File: config.mk
export PLATFORM = sky130hd
export DESIGN_NAME = lsu_tracker
export DESIGN_NICKNAME = d
export VERILOG_FILES = /design/src/verilog/ring_pkg.sv /design/src/verilog/lsu_pkg.sv /design/src/verilog/lsu_tracker.sv
export SDC_FILE = /design/constraint.sdc
export NUM_CORES = 1
export LEC_CHECK = 0
export BUFFER_PORTS_ARGS = -buffer_cell sky130_fd_sc_hd__buf_2
export CAP_MARGIN = 5
export CORE_AREA = 2 2 117 119
export DETAILED_ROUTE_END_ITERATION = 8
export DIE_AREA = 0 0 119 121
export SYNTH_ARGS = -nofsm -noshare
export SYNTH_HDL_FRONTEND = slang
export SYNTH_SLANG_ARGS = --single-unit
File: constraint.sdc
create_clock -name clk -period 2.5 [get_ports clk]
set_clock_uncertainty 0.2 [all_clocks]
set_input_delay 0.125 -clock clk [delete_from_list [all_inputs] [get_ports clk]]
set_output_delay 0.125 -clock clk [all_outputs]
set_load 0.01 [all_outputs]
File: src/verilog/ring_pkg.sv
package ring_pkg;

    // Ring-side field widths
    localparam int RING_ADDR_W = 24;
    localparam int RING_DATA_W = 32;
    localparam int RING_MASK_W = 4;
    localparam int RING_TAG_W  = 5;
    localparam int RING_ID_W   = 3;

    // One mask bit per byte lane
    localparam int RING_BYTES  = RING_MASK_W;

    typedef logic [RING_ADDR_W-1:0] ring_addr_t;
    typedef logic [RING_DATA_W-1:0] ring_data_t;
    typedef logic [RING_MASK_W-1:0] ring_mask_t;
    typedef logic [RING_TAG_W-1:0]  ring_tag_t;
    typedef logic [RING_ID_W-1:0]   ring_id_t;

    // A single ring slot
    // valid marks an occupied slot, is_rsp tells request from response
    typedef struct packed {
        logic       valid;
        logic       is_rsp;
        logic       wr;
        ring_id_t   master_id;
        ring_tag_t  tag;
        ring_mask_t mask;
        ring_addr_t addr;
        ring_data_t data;
    } ring_pkt_t;

endpackage
File: src/verilog/lsu_pkg.sv
package lsu_pkg;

    // Core-side widths
    localparam int LSU_THREAD_W = 5;
    localparam int LSU_REG_W    = 3;

    typedef logic [LSU_THREAD_W-1:0] lsu_thread_t;
    typedef logic [LSU_REG_W-1:0]    lsu_reg_t;

    // Request from the core
    typedef struct packed {
        lsu_thread_t          thread;
        logic                 wr;
        lsu_reg_t             reg_idx;
        ring_pkg::ring_mask_t mask;
        ring_pkg::ring_addr_t addr;
        ring_pkg::ring_data_t data;
    } lsu_req_t;

    // Load data handed back to the core register file
    typedef struct packed {
        lsu_thread_t          thread;
        lsu_reg_t             reg_idx;
        ring_pkg::ring_data_t data;
    } lsu_load_t;

    // What the tracker remembers about an outstanding request
    typedef struct packed {
        lsu_reg_t             reg_idx;
        ring_pkg::ring_mask_t mask;
        logic                 wr;
    } trk_entry_t;

endpackage

File: src/verilog/lsu_tracker.sv
`timescale 1ns/1ps

module lsu_tracker #(
    parameter int NUM_THREADS = 8
)
(
    input  logic                   clk,
    input  logic                   rst_n,
    input  logic                   in_valid,
    output logic                   in_ready,
    input  lsu_pkg::lsu_req_t      in_req,
    output logic                   tx_valid,
    input  logic                   tx_ready,
    output lsu_pkg::lsu_req_t      tx_req,
    input  logic                   rsp_valid,
    output logic                   rsp_ready,
    input  ring_pkg::ring_pkt_t    rsp,
    input  ring_pkg::ring_data_t   align_data,
    output logic                   out_valid,
    input  logic                   out_ready,
    output lsu_pkg::lsu_load_t     out_load,
    output logic [NUM_THREADS-1:0] stall
);
    import ring_pkg::*;
    import lsu_pkg::*;

    localparam int TID_W = (NUM_THREADS > 1) ? $clog2(NUM_THREADS) : 1;

    logic [NUM_THREADS-1:0] stall_q;
    trk_entry_t             entry_q [NUM_THREADS];
    logic [TID_W-1:0]       in_tid;
    logic [TID_W-1:0]       rsp_tid;
    logic [NUM_THREADS-1:0] head_bit;
    logic [NUM_THREADS-1:0] acc_bit;
    logic [NUM_THREADS-1:0] ret_bit;
    trk_entry_t             rsp_ent;
    ring_data_t             load_data;
    logic                   accept;
    logic                   retire;

    assign in_tid  = in_req.thread[TID_W-1:0];
    assign rsp_tid = rsp.tag[TID_W-1:0];

    // Issue side, one outstanding request per thread
    assign tx_valid = in_valid && !stall_q[in_tid];
    assign in_ready = tx_ready && !stall_q[in_tid];
    assign tx_req   = in_req;
    assign accept   = tx_valid && tx_ready;

    // A request waiting at the head already counts as stalled
    assign head_bit = in_valid ? (NUM_THREADS'(1) << in_tid) : '0;
    assign stall    = stall_q | head_bit;

    // Retire side
    // Writes always drain, reads wait for room in the load buffer
    assign rsp_ent   = entry_q[rsp_tid];
    assign rsp_ready = rsp_ent.wr || out_ready;
    assign out_valid = rsp_valid && !rsp_ent.wr;
    assign retire    = rsp_valid && rsp_ready;

    // Clamp to the lane width recorded at issue
    always_comb
    begin
        if (&rsp_ent.mask)
            load_data = align_data;
        else if (&rsp_ent.mask[3:2] || &rsp_ent.mask[1:0])
            load_data = {16'd0, align_data[15:0]};
        else
            load_data = {24'd0, align_data[7:0]};
    end

    assign out_load = '{thread: rsp.tag, reg_idx: rsp_ent.reg_idx, data: load_data};

    assign acc_bit = accept ? (NUM_THREADS'(1) << in_tid) : '0;
    assign ret_bit = retire ? (NUM_THREADS'(1) << rsp_tid) : '0;

    always_ff @(posedge clk)
    begin
        if (!rst_n)
            stall_q <= '0;
        else
            stall_q <= (stall_q & ~ret_bit) | acc_bit;
    end

    always_ff @(posedge clk)
    begin
        if (accept)
            entry_q[in_tid] <= '{reg_idx: in_req.reg_idx, mask: in_req.mask, wr: in_req.wr};
    end

endmodule

# --- Word level (Yosys, flattened, before mapping) ---
# Memory sizes are Yosys's and may differ from the RTL's.
# Cells that the tools add are included.
op_classes:
  order_cmp: 1
  shifts: 2
  muxes: 9
  bitwise: 4
  n_reduce_logical: 12
op_table:
  columns: ["op", "n"]
  rows:
  - ["32-bit two-way mux", 1]
  - ["8-bit two-way mux", 3]
  - ["16-bit two-way mux", 1]
  - ["8-bit OR", 2]
  - ["1-bit by 3-bit << shifter with 8-bit output, first input constant", 2]
  - ["8-bit bitwise AND", 1]
  - ["8-bit NOT", 1]
  - ["1-bit logical AND", 5]
  - ["3-bit by 4-bit less-than comparator with 1-bit output, second input constant", 1]
  - ["2-bit AND reduction", 2]
  - ["4-bit AND reduction", 1]
  - ["1-bit binary-select mux with 3-bit select", 1]
  - ["1-bit two-way mux", 3]
  - ["1-bit logical NOT", 2]
  - ["1-bit logical OR", 2]
totals:
  regBits: 8
  ram_bits: 64
  input_bits: 178
  output_inout_bits: 121
  elab_cells: 30
  mem_count: 1
mem_list:
  columns: ["memory", "words", "width", "rd", "rd_ports_with_merged_regs", "write_ports", "line", "text"]
  rows:
  - ["entry_q", 8, 8, 1, 0, 1, "lsu_tracker.sv:30", "trk_entry_t entry_q [NUM_THREADS];"]

# --- Longest topological paths before layout ---
# Gate-level depths: netlist of the first run.
depth:
  word_depth: 7
  ltp_mapped: 7
  ltp_nobuf: 5

# --- Least setup slack after synthesis of the first run ---
# No wires, ideal clock.
synth_timing:
  path_kind: "input port to flip-flop"
  from: "in in_req[64] in the netlist's numbering"
  to: "mem entry_q[0][0] in the netlist's numbering, enable pin"
  setup_ns: 0.400
  arrival_time_ns: 1.356
  required_time_ns: 1.900
  slack_ns: 0.543
  stages: 2
  n_path_buf: 1
  cell_sequence: "clkbuf_1 nor4_1"
synth_via:
  elab_chain_cells: 7
synth_rtl:
  columns: ["element", "line", "text"]
  rows:
  - ["start: declaration", "lsu_tracker.sv:11", "input lsu_pkg::lsu_req_t in_req,"]
  - ["1-bit binary-select mux with 3-bit select", "lsu_tracker.sv:45", "assign tx_valid = in_valid && !stall_q[in_tid];"]
  - ["1-bit two-way mux (not written as such)", "lsu_tracker.sv:45", null]
  - ["1-bit logical NOT", "lsu_tracker.sv:45", null]
  - ["1-bit logical AND", "lsu_tracker.sv:45", null]
  - ["1-bit logical AND", "lsu_tracker.sv:48", "assign accept = tx_valid && tx_ready;"]
  - ["1-bit two-way mux", "lsu_tracker.sv:87", "if (accept)"]
  - ["1-bit two-way mux (not written as such)", "lsu_tracker.sv:88", "entry_q[in_tid] <= '{reg_idx: in_req.reg_idx, mask: in_req.mask, wr: in_req.wr};"]
  - ["end: declaration", "lsu_tracker.sv:30", null]
# Parallel ways exist; a longest one is shown, timed or not. The select of a mux whose other input is x is not followed.

==> results of run 1 <==
[metrics by stage]
stage / worst slack [ns] / area (µm²) / util, % / total power, mW
after floorplan: 0.543 / 3790 / - / 1.63
after global placement: 0.375 / 3910 / 29.9 / 1.64
after detailed placement: 0.360 / 3910 / 29.9 / 1.64
after CTS: 0.176 / 4330 / 33.1 / 2.98
after global routing: 0.0486 / 4330 / 33.1 / 3.07
final: 0.245 / 4330 / 33.1 / 2.95
[worst max-delay path, delay by kind of cell (launching register included)]
kind	cells	cell delay, ns
AOI/OAI and AO/OA	2	0.36
and+or+nand+nor	3	0.56
DFF	1	0.33
buffers and inverters	2	0.36
[routing by layer]
metal,GRT usage [%],wire length (µm),vias to the layer above
met1,14.5,3670,1101
met2,24.7,5410,146
li1,-,-,1088
met3,9.73,1510,6
met4,3.13,46,0
met5,0,0,-
[cell usage in the layout (no fill, tap or decap), drive strengths merged, types with 4 or more instances in the layout]
master / count
a21oi: 7
a22oi: 5
and2: 28
buf: 108
clkbuf: 11
dfxtp: 8
dlygate4sd3: 10
edfxtp: 64
mux2i: 5
mux4: 8
nand2: 15
nand3: 8
nand3b: 7
nor2: 4
nor2b: 6
nor3: 6
nor4: 7
o21ai: 7
o21bai: 6
[final cells by class]
cell class                      instances  area (µm²)
Clock buffer                           11         233
Tap cell                              176         220
Clock inverter                          5        81.3
Timing Repair Buffer                  118         671
Fill cell                            1311        8760
Sequential cell                        72        2080
Multi-Input combinational cell        137        1030
Inverter                                2        7.51
[power breakdown]
| group | switching (mW) | internal [mW] |
|---|---|---|
| logic | 0.161 | 0.132 |
| clock network | 0.457 | 0.873 |
| registers | 0.00539 | 1.33 |
| total | 0.623 | 2.33 |
[state kept, by name, indices dropped and copies added (netlist names)]
name and count:
stall_q 8, entry_q 64
[path summary, 6_finish.rpt]
check | depth (start not counted) | from | to | slack, ns
setup reg to reg | 5 | entry_q[2][0] | stall_q[7] | 0.82
hold reg to reg | 2 | stall_q[1] | stall_q[1] | 0.37
hold / removal | 4 | rsp_valid | stall_q[7] | 0.04
setup / recovery | 7 | entry_q[1][1] | out_load[28] | 0.25
[logic make-up (layout without fill, tap and decap cells)]
logic type | after synthesis | in the layout
buffers and inverters | 91 | 136
multiplexers | 16 | 16
AO/OA/AOI/OAI | 35 | 35
flip-flops | 72 | 72
AND/OR/NAND/NOR | 86 | 86
==> reports/metrics.csv, run 1 <==
stage,metric,value,unit
status,status,completed,
worst_hold_path,hold_class,in -> reg,
worst_setup_path,worstSetupPathType,reg -> out,
place,portBuffers,96,
layout,drive_above_1_share,41.4,%
layout,antennaDiodeCount,0,
sta,hold_viol,0,
floorplanning,die_h,121,µm
clock_network,clk_path_buf_depth,2,
power_and_ir_drop,power_density,683,nW/µm²
detailed_routing,antenna_left,0,
place,dp_hpwl,8.28,mm
place,dp.cells,495,
layout,area_growth,14.2,%
detailed_routing,route.detailed.drc,0,
worst_setup_path,end_kind,primary output,
detailed_routing,wl_per_cell,20.4,µm
synth,yosysSeqAreaShare,55.0,%
synth,yosys.cell_types.count,40,
clock_network,cts.reportedPaths.clkPinSlew,0.06,ns
synth,synth_top_area_share,50.7,%
clock_network,cts_buffers,9,
detailed_routing,wl,10.6,mm
clock_network,cts_htree_levels,3,
sta,slew_violations,0,
grt,grt_antenna_before_repair,0,
grt,grt_start_max_net_pins,17,
layout,fin_cells,521,
floorplanning,rows,42,
synth,synthAdderAreaFrac,0,%
grt,grt_overflow_total,0,
sta,maxSlewHeadroom,70.9,%
synth,synthFlopType,edfxtp_1,
synth,synthMostInstantiatedCell,buf_4,
sta,layout_worst_path_cycle_share,90.2,%
detailed_routing,drt_iter0_markers,107,
detailed_routing,num_vias,2341,
synth,synthTopCellsByArea,"edfxtp_1 (51%), buf_4 (16%), mux4_2 (4.8%)",
sta,rsz0062_at_grt,false,
clock_network,clock_sinks,72,
synth,ys_seq_elements,72,
floorplanning,pin_count,299,
synth,synthMuxAreaShare,6.97,%
synth,ys_warn_count,0,
clock_network,cts_setup_buffers,0,
worst_setup_path,cp.required,2.17,ns
detailed_routing,via_per_inst,4.49,
synth,synthTopCellsByCount,"buf_4 (82), edfxtp_1 (64), and2_1 (26)",
flow_run,maxCapViolCount,0,
clock_network,hold_buffers,10,
floorplanning,fp.coreArea,13100,µm²
worst_setup_path,crit_arrival,1.93,ns
sta,hold_ws,0.0429,ns
synth,synth-edff-count,64,
power_and_ir_drop,p_leak,1.67,nW
sta,setup_tns,0,ns
clock_network,ctsResizeCount,0,
synth,synth_xor_area_share,0,%
synth,avgSynthCellArea,12.6,µm²
worst_setup_path,startpoint_type,register,
clock_network,root_buffer,clkbuf_16,
power_and_ir_drop,irDropWorstVdd,0.000545,V
worst_setup_path,slowest_delay,0.33,ns
clock_network,worst_skew_pair.late_latency,0.32,ns
synth,synth_top_family_by_area,buffers and inverters,
floorplanning,die_x,119,µm
detailed_routing,firstDrtPassIters,4,
worst_setup_path,cp_slowest_cell,edfxtp_1,
floorplanning,dieArea,14400,µm²
synth,synthCells,300,
sta,finalSetupViolCount,0,
synth,syn_area,3790,µm²
synth,synth_top_cell_by_area,edfxtp_1,
layout,finalNetCount,518,
synth,synthesis.nets,478,
clock_network,tritoncts,built,
grt,grt_pass1_vias,2345,
sta,fin_crit,2.25,ns
place,place_congestion,0.815,
worst_setup_path,path_cells,"nand3b_1, a22oi_1, a21oi_2, nor4_4, buf_4, and2_1, buf_2",
grt,grt_first_pass_wirelength,15.1,mm
worst_setup_path,worstPathMaxFanout,16,
sta,worstMarginPinSlew,0.434,ns
synth,synth_compound_area_share,6.64,%
synth,synthSimpleGateAreaFrac,13.5,%
sta,clock.fmax,444,MHz
synth,async_reset_ff_share,0,%
floorplanning,start_util,29.0,%
grt,grtUsageTotal,14.4,%
Power figures use the tool's default switching activity.
==> inputs of run 2 (changes only) <==
--- a/config.mk
+++ b/config.mk
@@ -7,9 +7,10 @@
 export LEC_CHECK = 0
 export BUFFER_PORTS_ARGS = -buffer_cell sky130_fd_sc_hd__buf_2
 export CAP_MARGIN = 5
-export CORE_AREA = 2 2 117 119
+export CORE_AREA = 2 2 116 118
 export DETAILED_ROUTE_END_ITERATION = 8
-export DIE_AREA = 0 0 119 121
+export DIE_AREA = 0 0 118 120
+export SETUP_SLACK_MARGIN = 0.5
 export SYNTH_ARGS = -nofsm -noshare
 export SYNTH_HDL_FRONTEND = slang
 export SYNTH_SLANG_ARGS = --single-unit
==> run 2 against run 1 <==
  * Sequential cell count stayed put
  * Die area is 1.7% lower
  * Final area is 3.6% higher
  * Critical path depth stayed put
  * Register-to-register slack better by 0.03 ns
  * Utilization is 1.5 points higher
  * Non-clock buffer count is 1 higher
  * First-iteration DRC count is 2.8% lower
  * Final cell count is 0.19% higher
  * Global-route usage is 1.4 points higher
  * Setup slack better by 0.032 ns
  * Critical endpoint is now out_load[20]
==> reports/metrics.csv, run 2 (synthesis gave the netlist of run 1 again) <==
stage,metric,value,unit
status,status,completed,
layout,top_regs,"entry_q: 64 flops, stall_q: 8 flops",
worst_setup_path,slowest_delay,0.36,ns
power_and_ir_drop,p_leak,1.71,nW
sta,worstMarginPinSlew,0.524,ns
sta,maxSlewHeadroom,64.9,%
sta,slew_violations,0,
sta,clock.fmax,450,MHz
place,placed_area,3920,µm²
sta,setup_tns,0,ns
floorplanning,pin_count,299,
grt,grt_antenna_before_repair,0,
grt,grtUsageTotal,15.8,%
detailed_routing,drt_iter0_markers,104,
worst_setup_path,worstSetupPathType,reg -> out,
clock_network,cts_buffers,9,
clock_network,root_buffer,clkbuf_16,
worst_setup_path,crit_buf_inv,2,
worst_setup_path,worstPathMaxFanout,8,
place,place_congestion,0.824,
sta,hold_viol,0,
grt,grt_start_max_net_pins,17,
floorplanning,dieArea,14200,µm²
detailed_routing,wl_per_cell,22.1,µm
layout,fin_cells,522,
floorplanning,die_h,120,µm
grt,grt_first_pass_wirelength,16.2,mm
sta,rsz0062_at_grt,true,
flow_run,maxCapViolCount,0,
grt,grt_use_met3,9.93,%
worst_setup_path,startpoint_type,register,
clock_network,tritoncts,built,
worst_setup_path,cp.required,2.17,ns
layout,antennaDiodeCount,0,
layout,area_growth,18.3,%
detailed_routing,via_per_inst,4.58,
layout,top_register,entry_q,
floorplanning,start_util,29.2,%
sta,hold_ws,0.0376,ns
detailed_routing,route.detailed.drc,0,
worst_setup_path,critPathTopFamily,simple AND/OR/NAND/NOR gates,
worst_setup_path,path_cells,"nand3b_1, a22oi_2, a21oi_2, nor4_4, buf_4, and2_4, buf_6",
layout,stdcell_area,4480,µm²
layout,largest_reg_flops,64,
grt,use_met1,15.8,%
floorplanning,fp.coreArea,13000,µm²
sta,fin_crit,2.22,ns
place,dp_slack,0.323,ns
layout,finalNetCount,519,
worst_hold_path,hold_class,in -> reg,
clock_network,worst_skew_pair.late_latency,0.33,ns
layout,drive_above_1_share,46.8,%
floorplanning,die_x,118,µm
layout,final_common_cell,buf_2,
detailed_routing,antenna_left,0,
place,dp_hpwl,9.09,mm
grt,grt_pass1_vias,2469,
power_and_ir_drop,power_density,662,nW/µm²
sta,layout_worst_path_cycle_share,88.9,%
grt,grt_use_met2,26.8,%
power_and_ir_drop,irDropWorstVdd,0.000572,V
grt,grt_overflow_total,0,
detailed_routing,num_vias,2392,
layout,final_cell_mix,"buf_2 (82), edfxtp_1 (64), and2_4 (16), nand2_1 (15), buf_6 (15)",
clock_network,cts.reportedPaths.clkPinSlew,0.06,ns
worst_setup_path,crit_arrival,1.90,ns
detailed_routing,wl,11.5,mm
floorplanning,rows,42,
worst_setup_path,end_kind,primary output,
worst_setup_path,cp_slowest_cell,nor4_4,
clock_network,cts_htree_levels,3,
sta,layout_setup_ws,0.277,ns
clock_network,clk_path_buf_depth,2,
sta,finalSetupViolCount,0,
detailed_routing,firstDrtPassIters,4,
place,portBuffers,96,
grt,grt.busiest_layer,met2,
place,dp.cells,495,
clock_network,clock_sinks,72,
clock_network,cts_setup_buffers,0,
[run 2: area by class of cell]
cell class	instances	area (µm²)
Sequential cell	72	2080
Inverter	2	7.51
Clock buffer	12	236
Tap cell	176	220
Timing Repair Buffer	119	769
Multi-Input combinational cell	137	1100
Fill cell	1300	8500
Clock inverter	4	68.8
[run 2: per-layer routing]
layer	up-vias	share of wire [%]
met5	-	0.29
met4	2	2.1
met3	16	15
met2	173	49
met1	1114	33
li1	1087	-
[run 2: path summary, 6_finish.rpt]
kind / from / end / slack, ns / cells after the start
hold reg to reg: stall_q[1] / stall_q[1] / 0.37 / 2
hold / removal: rsp_valid / stall_q[7] / 0.04 / 4
setup reg to reg: entry_q[2][0] / stall_q[7] / 0.85 / 5
setup / recovery: entry_q[5][1] / out_load[20] / 0.28 / 7
[run 2: through the flow]
step | total power, mW | utilization, %
after floorplan | 1.63 | -
after global routing | 3.08 | 34.5
after global placement | 1.64 | 30.2
final | 2.97 | 34.5
after detailed placement | 1.64 | 30.2
after CTS | 2.96 | 33.4
[run 2: worst register-to-register path, stage by stage (launching register included)]
cell and delay (ns):
edfxtp_1 0.32, mux2i_1 0.09, a22oi_1 0.37, a21oi_1 0.15, nor4_1 0.33, nor2_1 0.08
[run 2: repair_timing]
item / CTS / global route
hold endpoints to repair: 72 / 0
pin swaps: 1 / 23
cloned: 0 / 1
gates resized for setup: 3 / 32
hold buffers: 10 / 0
setup endpoints to repair: 24 / 26
[run 2: report_power, final]
part           internal [mW]  switching (mW)
clock network          0.869           0.446
registers               1.33         0.00567
logic                  0.153           0.172
